## src/hbm_params.svh

```systemverilog
`ifndef HBM_PARAMS_SVH
`define HBM_PARAMS_SVH

// width of one data beat, kept to whole 32-bit lanes
`define HBM_PHIT_W 256

`define HBM_ADDR_W 33 // byte address, ignored inside

// burst length field, beats minus one
`define HBM_LEN_W 8

`define HBM_IDX_W 8 // beat counter inside a burst

`endif

```

## src/axi_pkg.sv

```systemverilog
`default_nettype none

package axi_pkg;

    // response codes on the write response channel
    typedef enum logic [1:0] {
        resp_okay   = 2'b00, // burst matched its length
        resp_slverr = 2'b10  // wlast early or missing
    } axi_resp_e;

endpackage

`default_nettype wire

```

## src/emu_pkg.sv

```systemverilog
`default_nettype none

package emu_pkg;

    typedef enum logic {
        op_read  = 1'b0,
        op_write = 1'b1
    } emu_op_e;

    typedef enum logic [1:0] {
        dec_idle     = 2'd0,
        dec_accept_r = 2'd1, // arready pulse cycle
        dec_accept_w = 2'd2, // awready pulse cycle
        dec_busy     = 2'd3  // waiting for cmd_done
    } dec_state_e;

    typedef enum logic [1:0] {
        seq_idle   = 2'd0,
        seq_read   = 2'd1,
        seq_write  = 2'd2,
        seq_finish = 2'd3 // write completion waiting for hand-off
    } seq_state_e;

endpackage

`default_nettype wire

```

## src/emu_ifs.sv

```systemverilog
`default_nettype none

`include "hbm_params.svh"

// one burst command from decode to execute
interface burst_cmd_if import emu_pkg::*; ();

    logic                  cmd_valid; // single-cycle pulse
    emu_op_e               cmd_op;
    logic [`HBM_LEN_W-1:0] cmd_len;   // beats minus one
    logic                  cmd_done;  // burst finished, decoder may go on

    modport decode (
        output cmd_valid,
        output cmd_op,
        output cmd_len,
        input  cmd_done
    );

    modport exec (
        input  cmd_valid,
        input  cmd_op,
        input  cmd_len,
        output cmd_done
    );

endinterface

// beats from execute to result, valid/ready
interface beat_if import emu_pkg::*; ();

    logic                  beat_valid;
    emu_op_e               beat_op;
    logic [`HBM_IDX_W-1:0] beat_idx;
    logic                  beat_last;
    logic                  beat_err;   // write bursts only
    logic                  beat_ready;

    modport exec (
        output beat_valid,
        output beat_op,
        output beat_idx,
        output beat_last,
        output beat_err,
        input  beat_ready
    );

    modport result (
        input  beat_valid,
        input  beat_op,
        input  beat_idx,
        input  beat_last,
        input  beat_err,
        output beat_ready
    );

endinterface

`default_nettype wire

```

## src/axi_addr_decode.sv

```systemverilog
`default_nettype none

`include "hbm_params.svh"

module axi_addr_decode import emu_pkg::*; (
    input  logic                  ap_clk,
    input  logic                  rst,
    input  logic                  arvalid,
    input  logic [`HBM_LEN_W-1:0] arlen,
    input  logic                  awvalid,
    input  logic [`HBM_LEN_W-1:0] awlen,
    output logic                  arready,
    output logic                  awready,
    burst_cmd_if.decode           cmd
);

    dec_state_e state;

    always_ff @(posedge ap_clk) begin
        if (rst) begin
            state         <= dec_idle;
            arready       <= 1'b0;
            awready       <= 1'b0;
            cmd.cmd_valid <= 1'b0;
        end else begin
            arready       <= 1'b0; // both readies are one-cycle pulses
            awready       <= 1'b0;
            cmd.cmd_valid <= 1'b0;
            case (state)
                dec_idle: begin
                    if (arvalid) begin // read wins a tie
                        state   <= dec_accept_r;
                        arready <= 1'b1;
                    end else if (awvalid) begin
                        state   <= dec_accept_w;
                        awready <= 1'b1;
                    end
                end
                dec_accept_r, dec_accept_w: begin
                    state         <= dec_busy;
                    cmd.cmd_valid <= 1'b1; // command right after the handshake
                end
                dec_busy: begin
                    if (cmd.cmd_done) begin
                        state <= dec_idle;
                    end
                end
                default: state <= dec_idle;
            endcase
        end
    end

    // op and length captured when the request is first seen
    always_ff @(posedge ap_clk) begin
        if (state == dec_idle) begin
            if (arvalid) begin
                cmd.cmd_op  <= op_read;
                cmd.cmd_len <= arlen;
            end else if (awvalid) begin
                cmd.cmd_op  <= op_write;
                cmd.cmd_len <= awlen;
            end
        end
    end

endmodule

`default_nettype wire

```

## src/burst_sequencer.sv

```systemverilog
`default_nettype none

`include "hbm_params.svh"

module burst_sequencer import emu_pkg::*; (
    input  logic      ap_clk,
    input  logic      rst,
    input  logic      wvalid,
    input  logic      wlast,
    output logic      wready,
    burst_cmd_if.exec cmd,
    beat_if.exec      beat
);

    seq_state_e            state;
    emu_op_e               op_q;
    logic [`HBM_LEN_W-1:0] len_q;
    logic [`HBM_IDX_W-1:0] idx_q; // read beat index or write beat count
    logic                  err_q;
    logic                  at_end;
    logic                  beat_take;
    logic                  w_fire;

    assign at_end    = (idx_q == len_q);
    assign beat_take = beat.beat_valid && beat.beat_ready;

    // result stage holds wready low while a response or read beat is pending
    assign wready = (state == seq_write) && beat.beat_ready;
    assign w_fire = wvalid && wready;

    assign beat.beat_valid = (state == seq_read) || (state == seq_finish);
    assign beat.beat_op    = op_q;
    assign beat.beat_idx   = idx_q;
    assign beat.beat_last  = (state == seq_finish) || at_end;
    assign beat.beat_err   = err_q;

    always_ff @(posedge ap_clk) begin
        if (rst) begin
            state        <= seq_idle;
            cmd.cmd_done <= 1'b0;
        end else begin
            cmd.cmd_done <= 1'b0;
            case (state)
                seq_idle: begin
                    if (cmd.cmd_valid) begin
                        state <= (cmd.cmd_op == op_read) ? seq_read : seq_write;
                    end
                end
                seq_read: begin
                    if (beat_take && at_end) begin
                        state        <= seq_idle;
                        cmd.cmd_done <= 1'b1;
                    end
                end
                seq_write: begin
                    if (w_fire && (wlast || at_end)) begin
                        state <= seq_finish; // early wlast also ends the burst
                    end
                end
                seq_finish: begin
                    if (beat_take) begin
                        state        <= seq_idle;
                        cmd.cmd_done <= 1'b1;
                    end
                end
                default: state <= seq_idle;
            endcase
        end
    end

    always_ff @(posedge ap_clk) begin
        if (state == seq_idle && cmd.cmd_valid) begin
            op_q  <= cmd.cmd_op;
            len_q <= cmd.cmd_len;
            idx_q <= '0;
            err_q <= 1'b0;
        end else if (state == seq_read && beat_take && !at_end) begin
            idx_q <= idx_q + 1'b1;
        end else if (state == seq_write && w_fire) begin
            idx_q <= idx_q + 1'b1;
            err_q <= (wlast != at_end); // wlast must fall exactly on beat len+1
        end
    end

endmodule

`default_nettype wire

```

## src/float_pattern_gen.sv

```systemverilog
`default_nettype none

`include "hbm_params.svh"

module float_pattern_gen (
    input  logic [`HBM_IDX_W-1:0] idx,
    output logic [31:0]           value
);

    localparam int POS_W = $clog2(`HBM_IDX_W);

    logic [POS_W-1:0] lead;    // position of the leading one
    logic [7:0]       exp_b;   // biased exponent
    logic [31:0]      shifted; // hidden bit lands on bit 23

    always_comb begin
        lead = '0;
        for (int i = 0; i < `HBM_IDX_W; i++) begin
            if (idx[i]) begin
                lead = POS_W'(i);
            end
        end
    end

    // exact, every index fits in the 24-bit significand
    assign exp_b   = 8'd127 + 8'(lead);
    assign shifted = 32'(idx) << (5'd23 - 5'(lead));

    always_comb begin
        if (idx == '0) begin
            value = 32'h0000_0000; // +0.0
        end else begin
            value = {1'b0, exp_b, shifted[22:0]};
        end
    end

endmodule

`default_nettype wire

```

## src/beat_result.sv

```systemverilog
`default_nettype none

`include "hbm_params.svh"

module beat_result import axi_pkg::*, emu_pkg::*; (
    input  logic                   ap_clk,
    input  logic                   rst,
    input  logic                   rready,
    input  logic                   bready,
    output logic [`HBM_PHIT_W-1:0] rdata,
    output logic                   rvalid,
    output logic                   rlast,
    output logic                   bvalid,
    output axi_resp_e              bresp,
    beat_if.result                 beat
);

    localparam int LANES = `HBM_PHIT_W / 32;

    logic [31:0] lane_val;
    logic        rd_free;  // read register empty or draining this cycle
    logic        rd_take;
    logic        wr_take;

    float_pattern_gen float_pattern_gen_inst (
        .idx   (beat.beat_idx),
        .value (lane_val)
    );

    assign rd_free = !rvalid || rready;

    // a write response waits for any read beat still in the channel
    assign beat.beat_ready = (beat.beat_op == op_read) ? rd_free : (!bvalid && !rvalid);

    assign rd_take = beat.beat_valid && beat.beat_ready && (beat.beat_op == op_read);
    assign wr_take = beat.beat_valid && beat.beat_ready && (beat.beat_op == op_write);

    always_ff @(posedge ap_clk) begin
        if (rst) begin
            rvalid <= 1'b0;
            rlast  <= 1'b0;
            bvalid <= 1'b0;
        end else begin
            if (rd_take) begin
                rvalid <= 1'b1;
                rlast  <= beat.beat_last;
            end else if (rready) begin
                rvalid <= 1'b0;
                rlast  <= 1'b0;
            end
            if (wr_take) begin
                bvalid <= 1'b1;
            end else if (bready) begin
                bvalid <= 1'b0; // held until the master takes it
            end
        end
    end

    always_ff @(posedge ap_clk) begin
        if (rd_take) begin
            rdata <= {LANES{lane_val}}; // same float in every lane
        end
        if (wr_take) begin
            bresp <= beat.beat_err ? resp_slverr : resp_okay;
        end
    end

endmodule

`default_nettype wire

```

## src/hbm_emulator.sv

```systemverilog
`default_nettype none

`include "hbm_params.svh"

module hbm_emulator import axi_pkg::*; (
    input  logic                     ap_clk,
    input  logic                     rst,

    input  logic [`HBM_ADDR_W-1:0]   araddr, // ignored
    input  logic [`HBM_LEN_W-1:0]    arlen,
    input  logic                     arvalid,
    output logic                     arready,

    input  logic [`HBM_ADDR_W-1:0]   awaddr, // ignored
    input  logic [`HBM_LEN_W-1:0]    awlen,
    input  logic                     awvalid,
    output logic                     awready,

    input  logic [`HBM_PHIT_W-1:0]   wdata,  // thrown away
    input  logic [`HBM_PHIT_W/8-1:0] wstrb,  // ignored
    input  logic                     wlast,
    input  logic                     wvalid,
    output logic                     wready,

    output logic [`HBM_PHIT_W-1:0]   rdata,
    output logic                     rlast,
    output logic                     rvalid,
    input  logic                     rready,

    output logic                     bvalid,
    output axi_resp_e                bresp,
    input  logic                     bready
);

    burst_cmd_if cmd_bus ();
    beat_if      beat_bus ();

    axi_addr_decode axi_addr_decode_inst (
        .ap_clk  (ap_clk),
        .rst     (rst),
        .arvalid (arvalid),
        .arlen   (arlen),
        .awvalid (awvalid),
        .awlen   (awlen),
        .arready (arready),
        .awready (awready),
        .cmd     (cmd_bus.decode)
    );

    burst_sequencer burst_sequencer_inst (
        .ap_clk (ap_clk),
        .rst    (rst),
        .wvalid (wvalid),
        .wlast  (wlast),
        .wready (wready),
        .cmd    (cmd_bus.exec),
        .beat   (beat_bus.exec)
    );

    beat_result beat_result_inst (
        .ap_clk (ap_clk),
        .rst    (rst),
        .rready (rready),
        .bready (bready),
        .rdata  (rdata),
        .rvalid (rvalid),
        .rlast  (rlast),
        .bvalid (bvalid),
        .bresp  (bresp),
        .beat   (beat_bus.result)
    );

endmodule

`default_nettype wire

```

## config.mk

```make
export PLATFORM = sky130hd
export DESIGN_NAME = hbm_emulator
export DESIGN_NICKNAME = d
export VERILOG_FILES = /design/src/axi_pkg.sv /design/src/emu_pkg.sv /design/src/emu_ifs.sv /design/src/axi_addr_decode.sv /design/src/burst_sequencer.sv /design/src/float_pattern_gen.sv /design/src/beat_result.sv /design/src/hbm_emulator.sv
export VERILOG_INCLUDE_DIRS = /design/src
export SDC_FILE = /design/constraint.sdc
export NUM_CORES = 1
export LEC_CHECK = 0
export BUFFER_PORTS_ARGS = -buffer_cell sky130_fd_sc_hd__buf_2
export CORE_AREA = 4 4 248 250
export DETAILED_ROUTE_END_ITERATION = 8
export DIE_AREA = 0 0 252 254
export PLACE_DENSITY = 0.36
export SYNTH_ARGS = -nofsm -noshare
export SYNTH_HDL_FRONTEND = slang
export SYNTH_HIERARCHICAL = 1
export SYNTH_SLANG_ARGS = --single-unit
```

## constraint.sdc

```tcl
create_clock -name ap_clk -period 4.58 [get_ports ap_clk]
set_clock_uncertainty 0.2 [all_clocks]
set_input_delay 0.229 -clock ap_clk [delete_from_list [all_inputs] [get_ports ap_clk]]
set_output_delay 0.229 -clock ap_clk [all_outputs]
set_load 0.01 [all_outputs]
```

# ---- Yosys cells after proc, flatten, opt, wreduce, memory -nomap -nowiden
# Index checks and enable logic that the tools add are counted.
# W data, S select, Z words.
dict set report classes {
  add_sub_neg 3
  eq_ne 14
  shift 1
  mux 36
  bitwise 3
  n_reduce_logical 33
}
# cell count
set op_table {}
lappend op_table {{$mux W8} 4}
lappend op_table {{$mux W31} 1}
lappend op_table {{$shl A8 B5 Y23} 1}
lappend op_table {{$mux W2} 9}
lappend op_table {{$mux W3} 6}
lappend op_table {{$mux W1} 13}
lappend op_table {{$logic_and A1 B1 Y1} 12}
lappend op_table {{$add A7 B3 Y8 const A} 1}
lappend op_table {{$add A8 B1 Y8 const B} 1}
lappend op_table {{$eq A2 B2 Y1 const B} 4}
lappend op_table {{$eq A8 B8 Y1} 1}
lappend op_table {{$logic_not A8 Y1} 1}
lappend op_table {{$pmux W2 S4} 1}
lappend op_table {{$reduce_bool A2 Y1} 4}
lappend op_table {{$ne A2 B1 Y1 const B} 3}
lappend op_table {{$pmux W2 S3} 1}
lappend op_table {{$reduce_and A2 Y1} 3}
lappend op_table {{$sub A5 B3 Y5 const A} 1}
lappend op_table {{$eq A2 B1 Y1 const B} 2}
lappend op_table {{$logic_not A2 Y1} 2}
lappend op_table {{$logic_or A1 B1 Y1} 4}
lappend op_table {{$ne A2 B2 Y1 const B} 2}
lappend op_table {{$reduce_and A4 Y1} 1}
lappend op_table {{$reduce_or A2 Y1} 2}
lappend op_table {{6 further kinds} 10}
dict set report totals {
  regBits 296
  input_bits 378
  output_inout_bits 264
  wordCells 107
}

# ---- Logic depth before layout (Yosys ltp)
# Gate-level depths: netlist of the first run.
dict set report depth {
  depth_word 10
  depth_mapped 7
  depth_no_buf 7
}

# ---- Cells and area by module
# Netlist of the first run, hierarchy kept.
# module instances cells_each area_per_inst_um2 seq_area_each_um2
set by_module_without_submodules {}
lappend by_module_without_submodules {beat_result 1 275 2840.2 1051.0}
lappend by_module_without_submodules {burst_sequencer 1 91 994.7 510.5}
lappend by_module_without_submodules {axi_addr_decode 1 42 608.1 370.4}
lappend by_module_without_submodules {float_pattern_gen 1 77 519.2 0.0}

# ---- Worst setup path after synthesis of the first run
# OpenSTA, ideal clock, no wires.
dict set report synth_timing {
  kind {register to register}
  start {register burst_sequencer_inst.state[0]}
  end {register beat_result_inst.rdata[223] (enable)}
  setup_ns 0.424
  arrival_ns 2.068
  required_ns 3.956
  path_slack_ns 1.888
  path_stages_with_launch 4
  period_less_slack_ns 2.692
  path_cell_list {dfxtp_1 > clkbuf_1 > nand2b_1 > nor2_1}
}
dict set report synth_via {
  elab_chain_len 4
  word_cells_on_any_way 5
  classes_between {eq/ne (2); reduce/logical (3)}
}
# item line
set synth_rtl {}
lappend synth_rtl {{from (decl)} burst_sequencer.sv:15} ;# seq_state_e state;
lappend synth_rtl {{from (signal assigned)} burst_sequencer.sv:39} ;# state <= seq_idle;
lappend synth_rtl {{from (signal assigned)} burst_sequencer.sv:46} ;# state <= (cmd.cmd_op == op_read) ? seq_read : seq_write;
lappend synth_rtl {{from (signal assigned)} burst_sequencer.sv:51} ;# state <= seq_idle;
lappend synth_rtl {{$eq A2 B1 Y1 / $eq A2 B2 Y1 (equally long branches)} burst_sequencer.sv:31} ;# assign beat.beat_valid = (state == seq_read) || (state == seq_finish);
lappend synth_rtl {{$logic_or A1 B1 Y1 (*)} burst_sequencer.sv:31}
lappend synth_rtl {{net beat_bus.beat_valid} emu_ifs.sv:32} ;# logic beat_valid;
lappend synth_rtl {{$logic_and A1 B1 Y1 (*) (2 in a row)} beat_result.sv:35} ;# assign rd_take = beat.beat_valid && beat.beat_ready && (beat.beat_op == op_read);
lappend synth_rtl {{net beat_result_inst.rd_take} beat_result.sv:22} ;# logic rd_take;
lappend synth_rtl {{to (signal assigned)} beat_result.sv:61} ;# rdata <= {LANES{lane_val}};
lappend synth_rtl {{to (decl)} beat_result.sv:10} ;# output logic [`HBM_PHIT_W-1:0] rdata,
# Mark *: on every way through the listed nets, which the timed path passes. The rest lies on a longest branch.
# A chain may end at the register's enable or synchronous reset.

# ---- Final worst setup path of the first run
dict set report layout_timing {
  start {input port rready}
  end {register burst_sequencer_inst.idx_q[7] (netlist: burst_sequencer_inst/beat.beat_idx[7])}
}
dict set report layout_via {
  elab_chain_len 6
  word_cells_on_any_way 10
  classes_between {mux (2); reduce/logical (8)}
}
# item line
set layout_rtl {}
lappend layout_rtl {{from (decl)} hbm_emulator.sv:28} ;# input logic rready,
lappend layout_rtl {{$logic_or A1 B1 Y1 (*)} beat_result.sv:30} ;# assign rd_free = !rvalid || rready;
lappend layout_rtl {{$mux W1 (*)} beat_result.sv:33} ;# assign beat.beat_ready = (beat.beat_op == op_read) ? rd_free : (!bvalid && !rvalid);
lappend layout_rtl {{net beat_bus.beat_ready} emu_ifs.sv:37} ;# logic beat_ready;
lappend layout_rtl {{$logic_and A1 B1 Y1 (on tied branches)} {burst_sequencer.sv:25, burst_sequencer.sv:28}}
lappend layout_rtl {{$logic_and A1 B1 Y1 (on tied branches)} {burst_sequencer.sv:77, burst_sequencer.sv:29}}
lappend layout_rtl {{$logic_and A1 B1 Y1 (on tied branches)} {burst_sequencer.sv:77, burst_sequencer.sv:79}}
lappend layout_rtl {{$mux W8 / $reduce_bool A2 Y1 (equally long branches)} --}
lappend layout_rtl {{to (signal assigned)} burst_sequencer.sv:78} ;# idx_q <= idx_q + 1'b1;
lappend layout_rtl {{to (signal assigned)} burst_sequencer.sv:80} ;# idx_q <= idx_q + 1'b1;
lappend layout_rtl {{to (decl)} burst_sequencer.sv:18} ;# logic [`HBM_IDX_W-1:0] idx_q;
# Marks and branches as above.

==> results of run 1 <==
registers in the layout, indices dropped and copies added, names as in the netlist, 2 cells and up:
name / flops
axi_addr_decode_inst/cmd.cmd_len: 8
axi_addr_decode_inst/state: 2
beat_result_inst/rdata: 32
burst_sequencer_inst/beat.beat_idx: 8
burst_sequencer_inst/len_q: 8
burst_sequencer_inst/state: 2
logic make-up (layout without fill, tap and decap cells):
kind of cell / count (synthesis) / after routing / share of synthesized area (%)
buf+inv: 261 / 335 / 38.5
simple gates: 78 / 78 / 9.18
flops: 71 / 71 / 38.9
compound gates: 44 / 44 / 7.14
mux: 15 / 15 / 3.23
xor+xnor: 8 / 8 / 1.41
fa+ha+maj: 6 / 6 / 1.51
other cells: 2 / 18 / 0.151
stage by stage:
stage	std cells	hold slack (ps)	util (%)
2_1_floorplan	501	95.2	-
3_3_place_gp	1312	208	9.44
3_5_place_dp	1312	211	9.44
4_1_cts	1348	12.7	10.3
5_1_grt	1348	29.0	10.3
6_report	1348	31.6	10.3
worst max-delay path: cells and delay by family:
| family | cells | cell delay, ps |
|---|---|---|
| mux | 1 | 190 |
| buf+inv | 2 | 660 |
| compound gates | 2 | 690 |
| simple gates | 4 | 980 |
path summary, 6_finish.rpt:
path | startpoint | to | slack [ps]
max reg2reg | burst_sequencer_inst/beat.beat_op$_DFFE_PP_ | burst_sequencer_inst/beat.beat_idx[7]$_SDFFE_PP0P_ | 1950
min reg2reg | axi_addr_decode_inst/cmd.cmd_len[7]$_DFFE_PP_ | burst_sequencer_inst/len_q[7]$_DFFE_PP_ | 220
max | rready | burst_sequencer_inst/beat.beat_idx[7]$_SDFFE_PP0P_ | 1920
min | rst | axi_addr_decode_inst/state[0]$_SDFFE_PP0P_ | 30
power by group through the flow:
stage / clock, mW / sequential [mW] / combinational [mW]
after floorplan: 0 / 1.02 / 0.787
after global placement: 0 / 1.05 / 0.893
after detailed placement: 0 / 1.05 / 0.887
after CTS: 0.798 / 1.04 / 0.902
after global routing: 0.829 / 1.06 / 0.968
final: 0.745 / 1.03 / 0.867
cell usage in the layout (no fill, tap or decap), types with 5 or more instances in the layout:
cell type	instances
and3_1	5
o21ai_0	7
nor3_1	6
mux2_2	8
nand2b_1	5
dfxtp_1	20
nor2_1	16
buf_2	286
edfxtp_1	51
nand2_1	15
ha_1	6
a21oi_1	6
inv_1	12
xnor2_1	8
mux2i_1	7
clkbuf_16	9
dlygate4sd3_1	20
conb_1	18
cell type report:
type / instances / area [µm²]
fillers: 6778 / 52900
flip-flops and latches: 71 / 1930
repair buffers: 307 / 1640
multi-input cells: 169 / 1190
well taps: 773 / 967
clock buffers: 10 / 229
clock inverters: 6 / 68.8
inverters: 12 / 45.0
metal layers:
layer / up-vias / share of wire (%) / global-route usage, %
met5: - / 0 / 0
met4: 0 / 2.9 / 2.14
met3: 16 / 11 / 1.68
met2: 203 / 46 / 5.77
met1: 1374 / 40 / 4.03
li1: 1536 / - / -
==> impl_metrics.toml, run 1 <==
[status]
outcome = "finished, final reports clean"

[worst_setup_path]
reg2reg_depth = 7
critPathCaptureType = "flop"
path_cells = "dlygate4sd3_1 -> buf_2 -> or2b_1 -> a22oi_1 -> nand2_1 -> nor3b_4 -> nand2_2 -> a21oi_1 -> mux2i_1"
critPathSlowestCell = "dlygate4sd3_1"
max_stage_delay_ps = 520
arrival_ps = 2760
crit_path_max_fanout = 8
required_ps = 4680
start_kind = "input port"
path_class = "input port to flop"

[timing]
rsz0062_at_grt = "no"
worstMarginPinSlew_ps = 641
maxSlewViolCount = 0
setup-tns-final_ps = 0
finalWorstSetupSlack_ps = 1920
timing.final.crit_share_pct = 58.1
fmax_mhz = 376
hold_violations = 0
maxSlewHeadroom_pct = 57.2
setup_viol = 0
layout_min_cycle_time_ps = 2660

[floorplan]
num_io_pins = 642
num_rows = 89
die_h_um = 254
die_w_um = 252
dieArea_um2 = 64000
floorplan.initialDensity_pct = 8.41
core-area_um2 = 59000

[worst_hold_path]
hp-class = "input port to flop"
min_path_cells = 2

[route]
detail_route.wl_per_cell_um = 9.07
dr.pass1.iters = 5
ant_nets = 0
routed_wl_um = 12200
first_iter_violations = 110
viasPerCell = 2.32
drc_errors = 0
dr_total_vias = 3129

[yosys]
synth-async-reset-ratio_pct = 0
synthCells = 485
syn_area_um2 = 4960
synth_cell_types = 61
ys_seq_elements = 71
synth_common_cells = "buf_4 (247), edfxtp_1 (51), dfxtp_1 (20)"
yosys.area.top_type = "buf_4"
yosysMostFrequentCell = "buf_4"
synth_edf_count = 51
yosysSeqAreaShare_pct = 38.9
syn_avg_cell_area_um2 = 10.2
synth_ff_type = "edfxtp_1"
yosys_warnings = 6
synth_area_leaders = "buf_4 (37%), edfxtp_1 (31%), dfxtp_1 (8.1%), mux2_2 (1.8%), ha_1 (1.5%)"
synth_top_area_share_pct = 37.4

[power]
p_total_mw = 2.64
ir_drop_mv = 0.201
power.internal_mw = 1.66
swShare_pct = 37.3
p_switching_mw = 0.988
pwr-share-comb_pct = 32.8
power.leakage_nw = 2.53
p_seq_share_pct = 39.0
power_frac_clock_pct = 28.2
p_per_area_nw_per_um2 = 436

[cts]
ctsHoldBuffers = 20
cts_made_buffers = 9
clk_pin_slew_ps = 60
cts_sinks = 71
post_cts_resized = 0
root_buffer = "clkbuf_16"
clk_path_buf_depth = 2
clk_latency_ps = 370
cts_tree = "done"
postCtsSetupBuffers = 0
htreeDepth = 3

[global_routing]
grt_pass1_wl_um = 16400
overflow = 0
grt_usage_pct = 3.65
grt_pass1_vias = 2591
antenna_found_initial = 0
grt_max_degree = 20

[flow_run]
cap_violations = 0

[placement]
dpl.hpwl_um = 9820
gp_congestion = 0.639
port_buffers = 286
dpl-instance-area_um2 = 5570
pre_cts_slack_ps = 1830

[cells_and_area]
final_nets = 954
final_cell_area_um2 = 6070
n_antenna_cell = 0
drive_above_1_share_pct = 57.2
syn_to_final_growth_pct = 22.3
(Power assumes the default switching activity.)
==> run 2: changes to the inputs <==
clock period = 2.7 ns   (was 4.58 ns; I/O delays follow)
==> impl_metrics.toml, run 2 (synthesis results as in run 1) <==
[placement]
dpl.hpwl_um = 10100
gp_congestion = 0.661
port_buffers = 286
dp.cells = 1320

[floorplan]
die_w_um = 252
floorplan.initialDensity_pct = 8.41
core-area_um2 = 59000
num_io_pins = 642
die_h_um = 254
dieArea_um2 = 64000
num_rows = 89

[status]
outcome = "finished, final reports clean"

[power]
power.leakage_nw = 2.59
power.internal_mw = 2.78
swShare_pct = 38.8
power_frac_clock_pct = 27.9
ir_drop_mv = 0.406
p_switching_mw = 1.77
p_total_mw = 4.55
pwr-share-comb_pct = 34.4
p_per_area_nw_per_um2 = 737
p_seq_share_pct = 37.7

[cts]
cts_sinks = 71
clk_path_buf_depth = 2
cts_tree = "done"
post_cts_resized = 0
clk_pin_slew_ps = 80
clk_latency_ps = 380
cts_made_buffers = 9
root_buffer = "clkbuf_16"
htreeDepth = 3

[cells_and_area]
final_util_pct = 10.5
stdcell_count = 1360
final_common_cell = "buf_2"
ff_latch_area_um2 = 1930
drive_above_1_share_pct = 57.6
layout_common_cells = "buf_2 (286), edfxtp_1 (51), dlygate4sd3_1 (24)"
largest_reg_flops = 32
n_antenna_cell = 0
fillers = 6799
final_nets = 966
syn_to_final_growth_pct = 24.5
multi_input_area_um2 = 1190
regMostFlops = "beat_result_inst/rdata"

[worst_hold_path]
hp-class = "flop to flop"

[timing]
maxSlewViolCount = 0
fmax_mhz = 416
layout_min_cycle_time_ps = 2400
maxSlewHeadroom_pct = 62.0
setup_viol = 0
hold_violations = 0
timing.final.crit_share_pct = 89.0
worstMarginPinSlew_ps = 556
rsz0062_at_grt = "no"
setup-tns-final_ps = 0
whs_ps = 214

[worst_setup_path]
arrival_ps = 2350
path_class = "flop to flop"
crit_path_max_fanout = 12
critPathCaptureType = "flop"
start_kind = "flop"
required_ps = 2640

[global_routing]
overflow = 0
grt_max_degree = 26
grt_usage_pct = 3.80
grt_pass1_wl_um = 17100
grt_pass1_vias = 2696
antenna_found_initial = 0

[route]
ant_nets = 0
drc_errors = 0
detail_route.wl_per_cell_um = 9.38
first_iter_violations = 65
viasPerCell = 2.34
dr.pass1.iters = 4
dr_total_vias = 3182
routed_wl_um = 12800

[flow_run]
cap_violations = 0
## run 2: cell types whose count changed in the layout (fill, tap and decap cells not counted), moves of 2 or more
cell	change
clkinv_4	-2
inv_6	+2
dlygate4sd3_1	+4
inv_8	+3
buf_4	+7
## run 2: through the flow
stage / cell area, µm² / setup slack (ps)
floorplan: 5020 / 7.99
global placement: 5650 / 282
detailed placement: 5650 / 303
CTS: 6180 / 239
global route: 6180 / 117
finish: 6180 / 296
## run 2: metal layers
| metal | global-route usage (%) | vias up | share of wire, % |
|---|---|---|---|
| met1 | 4.15 | 1415 | 40 |
| met2 | 6.28 | 195 | 48 |
| met3 | 1.60 | 14 | 9.8 |
| met4 | 2.03 | 0 | 2.3 |
| li1 | - | 1558 | - |
| met5 | 0 | - | 0 |
## run 2: worst max-delay path: stages, from the launching register on
cell and delay (ps):
dfxtp_1 690, nor3b_2 140, o41ai_4 370, buf_4 190, ha_1 130, ha_1 120, nor2b_1 320
## run 2: area by class of cell
cell class / instances / area share [%]
Clock inverter: 7 / 1.09
Sequential cell: 71 / 31.3
Clock buffer: 9 / 3.65
Tap cell: 773 / 15.7
Timing Repair Buffer: 319 / 28.4
Inverter: 12 / 0.729
Multi-Input combinational cell: 169 / 19.3
## run 2: worst paths after layout
path / from / endpoint / slack (ps) / cells after the start
setup reg to reg: burst_sequencer_inst/beat.beat_idx[2]$_SDFFE_PP0P_ / beat_result_inst/rdata[253]$_DFFE_PP_ / 300 / 6
setup / recovery: burst_sequencer_inst/beat.beat_idx[2]$_SDFFE_PP0P_ / beat_result_inst/rdata[253]$_DFFE_PP_ / 300 / 6
hold reg to reg: axi_addr_decode_inst/cmd.cmd_len[2]$_DFFE_PP_ / burst_sequencer_inst/len_q[2]$_DFFE_PP_ / 210 / 0
hold / removal: axi_addr_decode_inst/cmd.cmd_len[2]$_DFFE_PP_ / burst_sequencer_inst/len_q[2]$_DFFE_PP_ / 210 / 0
## run 2: what timing repair did
item / in CTS / in global routing
setup buffers: 0 / 0
endpoints found under the setup margin: 0 / 0
hold endpoints to repair: 23 / 0
hold buffers: 24 / 0
## run 2: power groups by stage
stage | Clock (mW) | Combinational, mW | Sequential (mW)
finish | 1.27 | 1.57 | 1.72
global route | 1.41 | 1.74 | 1.76
CTS | 1.39 | 1.62 | 1.72
detailed placement | 0 | 1.59 | 1.75
global placement | 0 | 1.59 | 1.74
floorplan | 0 | 1.33 | 1.72
==> run 3: changes to the inputs <==
PLACE_DENSITY = unset   (was 0.36)
SKIP_LAST_GASP = 1   (was unset)
==> impl_metrics.toml, run 3 (synthesis results as in run 1) <==
[cts]
postCtsSetupBuffers = 0
clk_latency_ps = 380
cts_sinks = 71
root_buffer = "clkbuf_16"
clk_pin_slew_ps = 80
cts_tree = "done"
cts_made_buffers = 9
clk_path_buf_depth = 2
htreeDepth = 3

[cells_and_area]
final_nets = 963
stdcell_count = 1359
syn_to_final_growth_pct = 24.3
final_util_pct = 10.4
final_common_cell = "buf_2"
drive_above_1_share_pct = 57.2
largest_reg_flops = 32
layout_common_cells = "buf_2 (286), edfxtp_1 (51), dlygate4sd3_1 (25)"
regMostFlops = "beat_result_inst/rdata"

[power]
ir_drop_mv = 0.380
p_per_area_nw_per_um2 = 744
power.leakage_nw = 2.58
p_total_mw = 4.59

[worst_hold_path]
hp-class = "flop to flop"

[floorplan]
die_h_um = 254
die_w_um = 252
core-area_um2 = 59000
dieArea_um2 = 64000
floorplan.initialDensity_pct = 8.41
num_rows = 89
num_io_pins = 642

[timing]
layout_min_cycle_time_ps = 2430
fmax_mhz = 412
timing.final.crit_share_pct = 89.9
hold_violations = 0
finalWorstSetupSlack_ps = 274
maxSlewViolCount = 0
setup_viol = 0
setup-tns-final_ps = 0
rsz0062_at_grt = "no"
worstMarginPinSlew_ps = 647
maxSlewHeadroom_pct = 56.8

[worst_setup_path]
start_kind = "flop"
critPathCaptureType = "flop"
required_ps = 2820
path_class = "flop to flop"
crit_path_max_fanout = 8
arrival_ps = 2540

[global_routing]
grt_pass1_wl_um = 17400
antenna_found_initial = 2
grt_pass1_vias = 2688
grt_max_degree = 29
grt_usage_pct = 3.91
overflow = 0

[placement]
dp.cells = 1316
dpl.hpwl_um = 10400
port_buffers = 286
gp_congestion = 0.718
pre_cts_slack_ps = 215

[route]
ant_nets = 0
first_iter_violations = 108
drc_errors = 0
detail_route.wl_per_cell_um = 9.75
routed_wl_um = 13200
dr.pass1.iters = 4
viasPerCell = 2.41
dr_total_vias = 3278

[status]
outcome = "finished, final reports clean"

[flow_run]
cap_violations = 0
## run 3: timing repair
action / in CTS / in global routing
resized for setup: 0 / 0
endpoints found under the setup margin: 0 / 0
hold buffers: 25 / 0
hold endpoints to repair: 22 / 0
## run 3: worst max-delay path: stages, from the launching register on
cell and delay, ps:
edfxtp_1 480, or2b_1 270, a22oi_1 230, buf_4 200
nand2_1 100, nor3b_4 380, nand2_2 110, a21oi_1 190
mux2i_1 190
## run 3: final cells by class
| type | instances | area (µm²) |
|---|---|---|
| flip-flops and latches | 71 | 1930 |
| inverters | 12 | 45.0 |
| well taps | 773 | 967 |
| diodes | 2 | 5.00 |
| fillers | 6760 | 52900 |
| clock inverters | 7 | 71.3 |
| multi-input cells | 169 | 1190 |
| clock buffers | 9 | 225 |
| repair buffers | 316 | 1730 |
## run 3: power by group
part / internal (mW) / switching [mW] / total (mW)
clock network: 0.653 / 0.631 / 1.28
logic: 0.651 / 0.919 / 1.57
registers: 1.49 / 0.241 / 1.74
total: 2.80 / 1.79 / 4.59
## run 3: per-layer routing
metal / track usage [%] / share of wire, % / up-vias
li1: - / - / 1563
met4: 1.59 / 1.6 / 0
met1: 4.15 / 39 / 1453
met5: 0 / 0 / -
met3: 1.94 / 12 / 12
met2: 6.63 / 48 / 250
## run 3: path summary, 6_finish.rpt
check / from / end / slack (ps) / depth (start not counted)
hold / removal: axi_addr_decode_inst/cmd.cmd_len[2]$_DFFE_PP_ / burst_sequencer_inst/len_q[2]$_DFFE_PP_ / 210 / 0
hold reg to reg: axi_addr_decode_inst/cmd.cmd_len[2]$_DFFE_PP_ / burst_sequencer_inst/len_q[2]$_DFFE_PP_ / 210 / 0
setup reg to reg: burst_sequencer_inst/beat.beat_op$_DFFE_PP_ / burst_sequencer_inst/beat.beat_idx[7]$_SDFFE_PP0P_ / 270 / 8
setup / recovery: burst_sequencer_inst/beat.beat_op$_DFFE_PP_ / burst_sequencer_inst/beat.beat_idx[7]$_SDFFE_PP0P_ / 270 / 8
## run 3: through the flow
step | area, µm² | hold WS [ps]
6_report | 6170 | 214
5_1_grt | 6160 | 228
4_1_cts | 6160 | 208
3_5_place_dp | 5620 | 208
3_3_place_gp | 5620 | 193
2_1_floorplan | 5020 | 1.25
